## src/rtl/decodePkg.sv

```systemverilog
`default_nettype none

package decodePkg;

    // Widths fixed by the 32-bit ISA
    typedef logic [31:0] instrT;
    typedef logic [31:0] wordT;
    typedef logic [4:0]  regIdxT;
    typedef logic [6:0]  opcodeT;

    // RV32I major opcodes
    localparam opcodeT opLui    = 7'b0110111;
    localparam opcodeT opAuipc  = 7'b0010111;
    localparam opcodeT opJal    = 7'b1101111;
    localparam opcodeT opJalr   = 7'b1100111;
    localparam opcodeT opBranch = 7'b1100011;
    localparam opcodeT opLoad   = 7'b0000011;
    localparam opcodeT opStore  = 7'b0100011;
    localparam opcodeT opImm    = 7'b0010011;
    localparam opcodeT opReg    = 7'b0110011;
    localparam opcodeT opSystem = 7'b1110011;

    // ALU operation codes as seen by the execute stage
    typedef logic [4:0] aluCtrlT;

    localparam aluCtrlT aluAnd    = 5'd0;
    localparam aluCtrlT aluOr     = 5'd1;
    localparam aluCtrlT aluAdd    = 5'd2;
    localparam aluCtrlT aluXor    = 5'd3;
    localparam aluCtrlT aluSub    = 5'd4;
    localparam aluCtrlT aluSll    = 5'd6;
    localparam aluCtrlT aluSrl    = 5'd7;
    localparam aluCtrlT aluSra    = 5'd8;
    localparam aluCtrlT aluSlt    = 5'd9;
    localparam aluCtrlT aluSltu   = 5'd10;
    localparam aluCtrlT aluMul    = 5'd11;
    localparam aluCtrlT aluMulh   = 5'd12;
    localparam aluCtrlT aluMulhsu = 5'd13;
    localparam aluCtrlT aluMulhu  = 5'd14;
    localparam aluCtrlT aluDiv    = 5'd15;
    localparam aluCtrlT aluDivu   = 5'd16;
    localparam aluCtrlT aluRem    = 5'd17;
    localparam aluCtrlT aluRemu   = 5'd18;

    // Immediate layouts
    typedef logic [2:0] immFmtT;

    localparam immFmtT immNone = 3'd0;
    localparam immFmtT immI    = 3'd1;
    localparam immFmtT immS    = 3'd2;
    localparam immFmtT immB    = 3'd3;
    localparam immFmtT immU    = 3'd4;
    localparam immFmtT immJ    = 3'd5;

    // How the ALU code is chosen; modeAdd doubles as the idle value
    typedef logic [1:0] aluModeT;

    localparam aluModeT modeAdd = 2'd0;
    localparam aluModeT modeSub = 2'd1;
    localparam aluModeT modeReg = 2'd2;
    localparam aluModeT modeImm = 2'd3;

endpackage

`default_nettype wire

```

## src/rtl/decodeRegs.sv

```systemverilog
`timescale 1ns/1ps
`default_nettype none

module decodeRegs (
    input  wire logic            clk,
    input  wire logic            rst,
    input  wire logic            instValid,
    input  wire decodePkg::instrT instruction,
    input  wire decodePkg::wordT regValue1,
    input  wire decodePkg::wordT regValue2,
    output logic                 validQ,
    output decodePkg::instrT     instrQ,
    output decodePkg::wordT      value1,
    output decodePkg::wordT      value2
);

    // One stage of pipeline state, loaded every cycle
    always_ff @(posedge clk or posedge rst)
    begin
        if (rst)
        begin
            validQ <= 1'b0;
            instrQ <= '0;
            value1 <= '0;
            value2 <= '0;
        end
        else
        begin
            validQ <= instValid;
            instrQ <= instruction;
            value1 <= regValue1;
            value2 <= regValue2;
        end
    end

endmodule

`default_nettype wire

```

## src/rtl/immGen.sv

```systemverilog
`timescale 1ns/1ps
`default_nettype none

module immGen (
    input  wire decodePkg::instrT  instrQ,
    input  wire decodePkg::immFmtT immFmt,
    output decodePkg::wordT        imm
);

    logic signBit;

    assign signBit = instrQ[31];

    always_comb
    begin
        case (immFmt)
            decodePkg::immI:
                imm = {{20{signBit}}, instrQ[31:20]};
            decodePkg::immS:
                imm = {{20{signBit}}, instrQ[31:25], instrQ[11:7]};
            // Branch offset, halfword aligned
            decodePkg::immB:
                imm = {{19{signBit}}, signBit, instrQ[7], instrQ[30:25],
                       instrQ[11:8], 1'b0};
            decodePkg::immU:
                imm = {instrQ[31:12], 12'b0};
            decodePkg::immJ:
                imm = {{11{signBit}}, signBit, instrQ[19:12], instrQ[20],
                       instrQ[30:21], 1'b0};
            // immNone and unused codes
            default:
                imm = '0;
        endcase
    end

endmodule

`default_nettype wire

```

## src/rtl/aluControlDecode.sv

```systemverilog
`timescale 1ns/1ps
`default_nettype none

module aluControlDecode (
    input  wire decodePkg::aluModeT aluMode,
    input  wire logic [2:0]         func3,
    input  wire logic [6:0]         func7,
    output decodePkg::aluCtrlT      aluControl,
    output logic                    functBad
);

    // Base integer ops shared by OP and OP-IMM
    function automatic decodePkg::aluCtrlT baseOp(input logic [2:0] f3);
        decodePkg::aluCtrlT op;
        case (f3)
            3'b000:  op = decodePkg::aluAdd;
            3'b001:  op = decodePkg::aluSll;
            3'b010:  op = decodePkg::aluSlt;
            3'b011:  op = decodePkg::aluSltu;
            3'b100:  op = decodePkg::aluXor;
            3'b101:  op = decodePkg::aluSrl;
            3'b110:  op = decodePkg::aluOr;
            default: op = decodePkg::aluAnd;
        endcase
        return op;
    endfunction

    always_comb
    begin
        aluControl = decodePkg::aluAdd;
        functBad   = 1'b0;
        case (aluMode)
            decodePkg::modeSub:
                aluControl = decodePkg::aluSub;
            decodePkg::modeReg:
            begin
                if (func7 == 7'h00)
                    aluControl = baseOp(func3);
                else if (func7 == 7'h20 && func3 == 3'b000)
                    aluControl = decodePkg::aluSub;
                else if (func7 == 7'h20 && func3 == 3'b101)
                    aluControl = decodePkg::aluSra;
                // RV32M codes are contiguous from MUL
                else if (func7 == 7'h01)
                    aluControl = decodePkg::aluMul + decodePkg::aluCtrlT'(func3);
                else
                    functBad = 1'b1;
            end
            decodePkg::modeImm:
            begin
                // Shift amount sits in rs2, upper bits act as func7
                if (func3 == 3'b001 && func7 != 7'h00)
                    functBad = 1'b1;
                else if (func3 == 3'b101 && func7 == 7'h20)
                    aluControl = decodePkg::aluSra;
                else if (func3 == 3'b101 && func7 != 7'h00)
                    functBad = 1'b1;
                else
                    aluControl = baseOp(func3);
            end
            default:
                aluControl = decodePkg::aluAdd;
        endcase
    end

endmodule

`default_nettype wire

```

## src/rtl/controlDecode.sv

```systemverilog
`timescale 1ns/1ps
`default_nettype none

module controlDecode (
    input  wire logic              validQ,
    input  wire decodePkg::opcodeT opcode,
    input  wire logic [2:0]        func3,
    input  wire logic              functBad,
    output logic                   regWrite,
    output logic                   memRead,
    output logic                   memWrite,
    output logic                   memToReg,
    output logic                   aluSrc,
    output logic                   pcSrc,
    output decodePkg::immFmtT      immFmt,
    output decodePkg::aluModeT     aluMode,
    output logic [2:0]             branchType,
    output logic                   illegal
);

    logic instrBad;

    // Mode depends on opcode only, so functBad never feeds back into it
    always_comb
    begin
        aluMode = decodePkg::modeAdd;
        if (validQ)
        begin
            case (opcode)
                decodePkg::opBranch: aluMode = decodePkg::modeSub;
                decodePkg::opImm:    aluMode = decodePkg::modeImm;
                decodePkg::opReg:    aluMode = decodePkg::modeReg;
                default:             aluMode = decodePkg::modeAdd;
            endcase
        end
    end

    always_comb
    begin
        regWrite   = 1'b0;
        memRead    = 1'b0;
        memWrite   = 1'b0;
        memToReg   = 1'b0;
        aluSrc     = 1'b0;
        pcSrc      = 1'b0;
        immFmt     = decodePkg::immNone;
        branchType = 3'b000;
        instrBad   = 1'b0;
        if (validQ)
        begin
            case (opcode)
                decodePkg::opLui, decodePkg::opAuipc:
                begin
                    regWrite = 1'b1;
                    aluSrc   = 1'b1;
                    immFmt   = decodePkg::immU;
                end
                decodePkg::opJal, decodePkg::opJalr:
                begin
                    regWrite = 1'b1;
                    aluSrc   = 1'b1;
                    pcSrc    = 1'b1;
                    immFmt   = (opcode == decodePkg::opJal) ? decodePkg::immJ : decodePkg::immI;
                    instrBad = (opcode == decodePkg::opJalr) && (func3 != 3'b000);
                end
                decodePkg::opBranch:
                begin
                    pcSrc      = 1'b1;
                    immFmt     = decodePkg::immB;
                    branchType = func3;
                    // 010 and 011 are not assigned to any branch
                    instrBad   = (func3[2:1] == 2'b01);
                end
                decodePkg::opLoad:
                begin
                    regWrite = 1'b1;
                    memRead  = 1'b1;
                    memToReg = 1'b1;
                    aluSrc   = 1'b1;
                    immFmt   = decodePkg::immI;
                end
                decodePkg::opStore:
                begin
                    memWrite = 1'b1;
                    aluSrc   = 1'b1;
                    immFmt   = decodePkg::immS;
                end
                decodePkg::opImm:
                begin
                    regWrite = 1'b1;
                    aluSrc   = 1'b1;
                    immFmt   = decodePkg::immI;
                    instrBad = functBad;
                end
                decodePkg::opReg:
                begin
                    regWrite = 1'b1;
                    instrBad = functBad;
                end
                decodePkg::opSystem:
                    immFmt = decodePkg::immI;
                default:
                    instrBad = 1'b1;
            endcase
        end
        // Illegal instruction leaves the pipeline as a bubble
        if (instrBad)
        begin
            regWrite   = 1'b0;
            memRead    = 1'b0;
            memWrite   = 1'b0;
            memToReg   = 1'b0;
            aluSrc     = 1'b0;
            pcSrc      = 1'b0;
            immFmt     = decodePkg::immNone;
            branchType = 3'b000;
        end
        illegal = instrBad;
    end

endmodule

`default_nettype wire

```

## src/rtl/decodeStage.sv

```systemverilog
`timescale 1ns/1ps
`default_nettype none

module decodeStage (
    input  wire logic             clk,
    input  wire logic             rst,
    input  wire logic             instValid,
    input  wire decodePkg::instrT instruction,
    input  wire decodePkg::wordT  regValue1,
    input  wire decodePkg::wordT  regValue2,
    output decodePkg::regIdxT     rs1,
    output decodePkg::regIdxT     rs2,
    output decodePkg::regIdxT     rd,
    output logic [2:0]            func3,
    output decodePkg::wordT       imm,
    output decodePkg::wordT       value1,
    output decodePkg::wordT       value2,
    output decodePkg::aluCtrlT    aluControl,
    output logic                  regWrite,
    output logic                  memRead,
    output logic                  memWrite,
    output logic                  memToReg,
    output logic                  aluSrc,
    output logic                  pcSrc,
    output logic                  illegal,
    output logic [2:0]            branchType
);

    logic                 validQ;
    decodePkg::instrT     instrQ;
    decodePkg::opcodeT    opcode;
    logic [6:0]           func7;
    decodePkg::immFmtT    immFmt;
    decodePkg::aluModeT   aluMode;
    decodePkg::aluCtrlT   aluCtrlRaw;
    logic                 functBad;

    decodeRegs decodeRegs_i (
        .clk         (clk),
        .rst         (rst),
        .instValid   (instValid),
        .instruction (instruction),
        .regValue1   (regValue1),
        .regValue2   (regValue2),
        .validQ      (validQ),
        .instrQ      (instrQ),
        .value1      (value1),
        .value2      (value2)
    );

    // Instruction fields
    assign opcode = instrQ[6:0];
    assign rd     = instrQ[11:7];
    assign func3  = instrQ[14:12];
    assign rs1    = instrQ[19:15];
    assign rs2    = instrQ[24:20];
    assign func7  = instrQ[31:25];

    controlDecode controlDecode_i (
        .validQ     (validQ),
        .opcode     (opcode),
        .func3      (func3),
        .functBad   (functBad),
        .regWrite   (regWrite),
        .memRead    (memRead),
        .memWrite   (memWrite),
        .memToReg   (memToReg),
        .aluSrc     (aluSrc),
        .pcSrc      (pcSrc),
        .immFmt     (immFmt),
        .aluMode    (aluMode),
        .branchType (branchType),
        .illegal    (illegal)
    );

    aluControlDecode aluControlDecode_i (
        .aluMode    (aluMode),
        .func3      (func3),
        .func7      (func7),
        .aluControl (aluCtrlRaw),
        .functBad   (functBad)
    );

    // ALU code reads zero in a bubble cycle
    assign aluControl = validQ ? aluCtrlRaw : '0;

    immGen immGen_i (
        .instrQ (instrQ),
        .immFmt (immFmt),
        .imm    (imm)
    );

endmodule

`default_nettype wire

```

## config.mk

```make
export PLATFORM = sky130hd
export DESIGN_NAME = decodeStage
export DESIGN_NICKNAME = d
export VERILOG_FILES = /design/src/rtl/decodePkg.sv /design/src/rtl/decodeRegs.sv /design/src/rtl/immGen.sv /design/src/rtl/aluControlDecode.sv /design/src/rtl/controlDecode.sv /design/src/rtl/decodeStage.sv
export SDC_FILE = /design/constraint.sdc
export NUM_CORES = 1
export LEC_CHECK = 0
export BUFFER_PORTS_ARGS = -buffer_cell sky130_fd_sc_hd__buf_2
export CAP_MARGIN = 20
export CORE_MARGIN = 2
export CORE_UTILIZATION = 45
export CTS_CLUSTER_DIAMETER = 40
export DETAILED_ROUTE_END_ITERATION = 7
export GPL_ROUTABILITY_DRIVEN = 0
export PLACE_DENSITY = 0.85
export SYNTH_ARGS = -nofsm -noshare
export SYNTH_HDL_FRONTEND = slang
export SYNTH_HIERARCHICAL = 1
export SYNTH_SLANG_ARGS = --single-unit
```

## constraint.sdc

```tcl
create_clock -name clk -period 8.2 [get_ports clk]
set_input_delay 0 -clock clk [delete_from_list [all_inputs] [get_ports clk]]
set_output_delay 0 -clock clk [all_outputs]
set_load 0.05 [all_outputs]
```

Word-level counts from Yosys, hierarchy flattened --
Cells that the tools add are included.
Word-level totals: flip-flop bits (word level) 97, latch bits 0, RAM bits 0, ROM bits 0, bits of input ports 99, logic and storage cells 94, memories 0
Cells by class: add/sub/neg operators 1, $mul 0, divide/modulo/power cells 0, magnitude comparators 0, eq/ne operators 27, shift-type cells 0, muxes and demuxes 45, bitwise gates (word level) 0, reduce and logical (&&, ||, !) cells 17
Operators with widths (number):
- 32-bit one-hot mux with 5 select lines | 1
- 5-bit 2-to-1 mux | 7
- 7-bit by 6-bit equality test with 1-bit output, second input constant | 4
- 7-bit equality test, second input constant | 4
- 4-bit one-hot mux with 7 select lines | 1
- 1-bit 2-to-1 mux | 23
- 3-bit 2-to-1 mux | 6
- 3-bit equality test, second input constant | 5
- 3-bit one-hot mux with 5 select lines | 1
- 5-bit one-hot mux with 3 select lines | 1
- 7-bit by 5-bit equality test with 1-bit output, second input constant | 2
- 7-bit OR reduction | 2
- 3-bit by 2-bit equality test with 1-bit output, second input constant | 4
- 7-bit by 1-bit equality test with 1-bit output, second input constant | 1
- 7-bit by 2-bit equality test with 1-bit output, second input constant | 1
- 7-bit zero test | 1
- 7-bit nonzero test | 1
- 3-bit by 1-bit equality test with 1-bit output, second input constant | 2
- 2-bit one-hot mux with 3 select lines | 1
- 2-bit OR reduction | 3
- 3-bit OR reduction | 2
- 4-bit by 3-bit adder with 5-bit output, first input constant | 1
- 1-bit logical AND | 5
- 5-bit OR reduction | 1
- other kinds (8) | 10

Depth between registers and ports, before layout --
word-level depth 11, mapped depth 17, depth with buffers taken out 14

Cells and area by module --
Netlist, hierarchy kept.
By module, submodules not included:
- decodeRegs | times used 1, cells an instance 98, area an instance 2431.1 um^2
- aluControlDecode | times used 1, cells an instance 55, area an instance 414.1 um^2
- immGen | times used 1, cells an instance 66, area an instance 390.4 um^2
- controlDecode | times used 1, cells an instance 52, area an instance 351.6 um^2
- decodeStage | times used 1, cells an instance 5, area an instance 31.3 um^2

Least setup slack after synthesis --
Ideal clock, no wire load.
kind register to output, from register decodeRegs_i.instrQ[12], to output port imm[20], data arrival time 4.317 ns, data required time 8.200 ns, setup slack 3.883 ns, cell stages (with the launch flop) 17, path buffers 2, cell sequence dfrtp_1 -> inv_1 -> ha_1 -> ha_1 -> nand2b_1 -> a311oi_1 -> o21ai_1 -> o22ai_1 -> and3b_1 -> nor4_4 -> o32ai_4 -> nor4_1 -> buf_2 -> and2b_1 -> buf_4 -> nand2_1 -> o21ai_0
On the way: word-level cells in the longest chain between the ends 11, elaborated cells on any way between the ends 25, those cells by class 7 x eq/ne; 11 x mux; 7 x reduce/logical
RTL lines:
- from (decl) | RTL line decodeRegs.sv:12 | output decodePkg::instrT instrQ,
- from (signal assigned) | RTL line decodeRegs.sv:30 | instrQ <= instruction;
- 3-bit equality test | RTL line aluControlDecode.sv:41, aluControlDecode.sv:54, aluControlDecode.sv:56
- 1-bit logical AND, on equally long branches | RTL line aluControlDecode.sv:56, aluControlDecode.sv:41, aluControlDecode.sv:54
- 1-bit 2-to-1 mux, on equally long branches | RTL line aluControlDecode.sv:56, aluControlDecode.sv:41
- 1-bit 2-to-1 mux, on equally long branches | RTL line aluControlDecode.sv:54, aluControlDecode.sv:39
- 1-bit 2-to-1 mux, on equally long branches | RTL line aluControlDecode.sv:52, aluControlDecode.sv:37
- 1-bit one-hot mux with 2 select lines * | RTL line aluControlDecode.sv:32 | case (aluMode)
- via functBad | RTL line decodeStage.sv:36 | logic functBad;
- 1-bit one-hot mux with 4 select lines * | RTL line controlDecode.sv:51 | case (opcode)
- 1-bit 2-to-1 mux * | RTL line controlDecode.sv:49 | if (validQ)
- 3-bit 2-to-1 mux * | RTL line controlDecode.sv:107 | if (instrBad)
- via immFmt[0] | RTL line decodeStage.sv:33 | decodePkg::immFmtT immFmt;
- 3-bit equality test, or another cell as far along | RTL line immGen.sv:16 | case (immFmt)
- 32-bit one-hot mux with 5 select lines * | RTL line immGen.sv:16
- to (decl) | RTL line decodeStage.sv:15 | output decodePkg::wordT imm,
The timed path passes the listed nets; every way through them passes the cells marked *.

Worst setup path in the final report --
from register decodeRegs_i.validQ, to output port imm[27]
On the way: word-level cells in the longest chain between the ends 8, elaborated cells on any way between the ends 14, those cells by class 7 x eq/ne; 7 x mux
RTL lines:
- from (decl) | RTL line decodeRegs.sv:11 | output logic validQ,
- from (signal assigned) | RTL line decodeRegs.sv:29 | validQ <= instValid;
- 2-bit 2-to-1 mux * | RTL line controlDecode.sv:27 | if (validQ)
- via aluMode[0] | RTL line decodeStage.sv:34 | decodePkg::aluModeT aluMode;
- 2-bit equality test | RTL line aluControlDecode.sv:32
- 1-bit one-hot mux with 2 select lines * | RTL line aluControlDecode.sv:32
- via functBad | RTL line decodeStage.sv:36
- 1-bit one-hot mux with 4 select lines * | RTL line controlDecode.sv:51
- 1-bit 2-to-1 mux * | RTL line controlDecode.sv:49
- 3-bit 2-to-1 mux * | RTL line controlDecode.sv:107
- via immFmt[2] | RTL line decodeStage.sv:33
- 3-bit equality test, or another cell as far along | RTL line immGen.sv:16
- 32-bit one-hot mux with 5 select lines * | RTL line immGen.sv:16
Marked as above.

==> out/metrics.csv <==
stage,metric,value,unit
route,drt pass-1 iters,5,
die,full die area,8774,µm²
synth,post-synthesis register bit count,97,
setup_path,"Buf+Inv Stages, Crit Path",1,
clocking,Bufs on Longest Clock Path,2,
synth,YS warnings,6,
timing,Fmax achieved,178.0,MHz
timing,period utilization,0.6852,
pwr,"Power, Total",1.044,mW
global_routing,met1 usage,0.4502,
cells_and_area,most frequent cells in the layout,"buf_2, dlygate4sd3_1, dfrtp_1",
clocking,CTS buffer count,9,
timing,Slew @ Worst Pin,0.9443,ns
synth,Mean Syn Cell Area,13.11,µm²
timing,Final setup viols,0,
clocking,# hold bufs at CTS,98,
route,routed via count,3988,
global_routing,GRT Util Overall,0.3833,
synth,count of different cell masters after synthesis,59,
die,Initial Utilization,0.4659,
die,Rows,32,
place,"worst slack, placed",3.496,ns
die,Core Footprint,7767,µm²
setup_path,CP startpoint kind,flop,
global_routing,GRT met3 Usage,0.1164,
setup_path,Crit-path slowest cell,nor4_2,
global_routing,met2 Track Usage GR,0.6289,
global_routing,first-pass GRT wire length,24500,µm
clocking,Root Buffer,clkbuf_8,
synth,post-synthesis sequential area ratio,0.6708,
setup_path,most used cell along the critical path,o21ai_1,
timing,worst hold margin,0.1502,ns
setup_path,CP Capture Type,output port,
cells_and_area,"most common cell after layout, fill and taps aside",buf_2,
global_routing,vias in the first global route,4212,
route,wire per inst,23.21,µm
clocking,CTS tree,yes,
clocking,clk sink count,97,
setup_path,cell family with most CP delay,compound AO/OA/AOI/OAI gates,
global_routing,busiest layer in global routing,met2,
job,MaxCap Viol Count,0,
die,die height,93.67,µm
setup_path,Critical Path Max Stage Delay,0.83,ns
synth,Netlist Area Pre-Place,3618,µm²
cells_and_area,share of cells above drive strength 1,0.4342,
setup_path,Worst EP arrival,5.62,ns
global_routing,total grt overflow,0,
die,I/O pins,228,
cells_and_area,area growth from synthesis to layout,66.39,%
clocking,Clock transition at path regs,0.11,ns
timing,RSZ-0062 raised after global routing,no,
synth,Mapped Cells,276,
clocking,setup bufs post-CTS,0,
setup_path,crit-path cells,nand3_1 > or3_1 > a21oi_1 > a311oi_1 > o21ai_1 > o22ai_1 > and3b_1 > nor4_4 > o32ai_4 > nor4_2 > nor2b_4 > o21ai_1 > o21ai_0 > buf_2,
setup_path,CP Max Fanout,11,
cells_and_area,nets,708,
timing,Max Slew Vio Count,0,
timing,post-layout min period,5.618,ns
synth,Post-synth EDFFs,0,
worst_hold_path,Hold Path Class,primary input to async pin,
place,Post-DP HPWL,8838,µm
clocking,H-tree Lvls,3,
status,outcome,"complete, no violations",
setup_path,category of the most critical setup path,flop to output port,
synth,Synth Flop Type,dfrtp_1,
global_routing,largest net degree at the start of global routing,69,
route,DRC viols,0,
route,post-route ant nets,0,
synth,Post-Syn Nets,381,
clocking,Resize count post-CTS,0,
pwr,VDD IR max,149.5,µV
pwr,P_leak,3.134,nW
route,Routed WL,16480,µm
cells_and_area,non-filler cells in the finished layout,710,
die,Die Wd,93.67,µm
timing,Fin Setup TNS,0,ns
timing,final worst slack,2.582,ns
place,Placed Cells,596,
pwr,PD cells,173.3,nW/µm²
setup_path,data required time of the worst path,8.20,ns
route,Vias/cell,5.617,
place,IO Port Bufs,227,
cells_and_area,# diodes,0,
synth,ys async rst share,1.000,
timing,relative slew slack,0.3662,
timing,final hold violation count,0,
route,violation count after the first detailed-route iteration,404,
global_routing,initial antenna violation count,0,
routing by layer:
layer	up-vias	wire length (µm)
li1	1609	-
met1	1953	5679
met2	331	8258
met3	95	1475
met4	0	1066
met5	-	0
logic make-up after synthesis:
family,share of synthesized area
flops,0.6708
simple gates,0.1518
compound gates,0.1214
buf+inv,0.02974
fa+ha+maj,0.02075
mux,0.005533
path summary, 6_finish.rpt:
check                                     from                      end  slack (ns)  cells past startpoint
max                        decodeRegs_i/validQ                  imm[27]        2.58                     14
min                                        rst  decodeRegs_i/value2[23]        0.15                      3
max in group asynchronous                  rst   decodeRegs_i/value1[3]        6.86                      4
min in group clk                 regValue2[24]  decodeRegs_i/value2[24]        0.26                      2
layout make-up:
| class | instances | area, µm² |
|---|---|---|
| Tap cell | 102 | 127.6 |
| Fill cell | 405 | 1747 |
| Clock inverter | 5 | 45.04 |
| Clock buffer | 11 | 151.4 |
| Inverter | 10 | 40.04 |
| Sequential cell | 97 | 2427 |
| Multi-Input combinational cell | 157 | 1090 |
| Timing Repair Buffer | 328 | 2140 |
per-stage QoR:
step	util	area, µm²
after floorplan	-	3618
after global placement	0.6236	4843
after detailed placement	0.6236	4843
after CTS	0.7751	6021
after global routing	0.7751	6021
final	0.7751	6021
Yosys cell counts (2+ instances only):
cell / n / area [µm²]
dfrtp_1: 97 / 2427
nand2_1: 22 / 82.58
o21ai_0: 13 / 65.06
and2_1: 12 / 75.07
inv_1: 10 / 37.54
nor2_1: 10 / 37.54
a21o_1: 9 / 67.56
nor3_1: 8 / 40.04
a21oi_1: 7 / 35.03
ha_1: 6 / 75.07
buf_4: 5 / 37.54
nand3_1: 5 / 25.02
and3_1: 4 / 25.02
buf_2: 4 / 20.02
o21ai_1: 4 / 20.02
a211o_1: 3 / 26.28
a211oi_1: 3 / 22.52
a22o_1: 3 / 26.28
nand2b_1: 3 / 18.77
nor4_1: 3 / 18.77
a311oi_1: 2 / 17.52
mux2i_1: 2 / 20.02
nand4_1: 2 / 12.51
nor2b_1: 2 / 12.51
nor4_4: 2 / 42.54
o21a_1: 2 / 15.01
sequential cells by signal, summed over array words and instances, names as in the netlist:
| name | flops |
|---|---|
| decodeRegs_i/instrQ | 32 |
| decodeRegs_i/value1 | 32 |
| decodeRegs_i/validQ | 1 |
| decodeRegs_i/value2 | 32 |
power breakdown:
part           switching, mW  total (mW)  leakage (nW)  internal [mW]
logic                  0.134       0.204          1.91         0.0700
clock network          0.184       0.316        0.0985          0.132
registers             0.0214       0.524          1.13          0.502
total                  0.339        1.04          3.13          0.704
tightest hold or removal path, stage by stage:
cell           delay [ns]
dlygate4sd3_1        0.53
buf_2                0.14
inv_4                0.27
No activity file was read; power rests on OpenSTA's default activity.
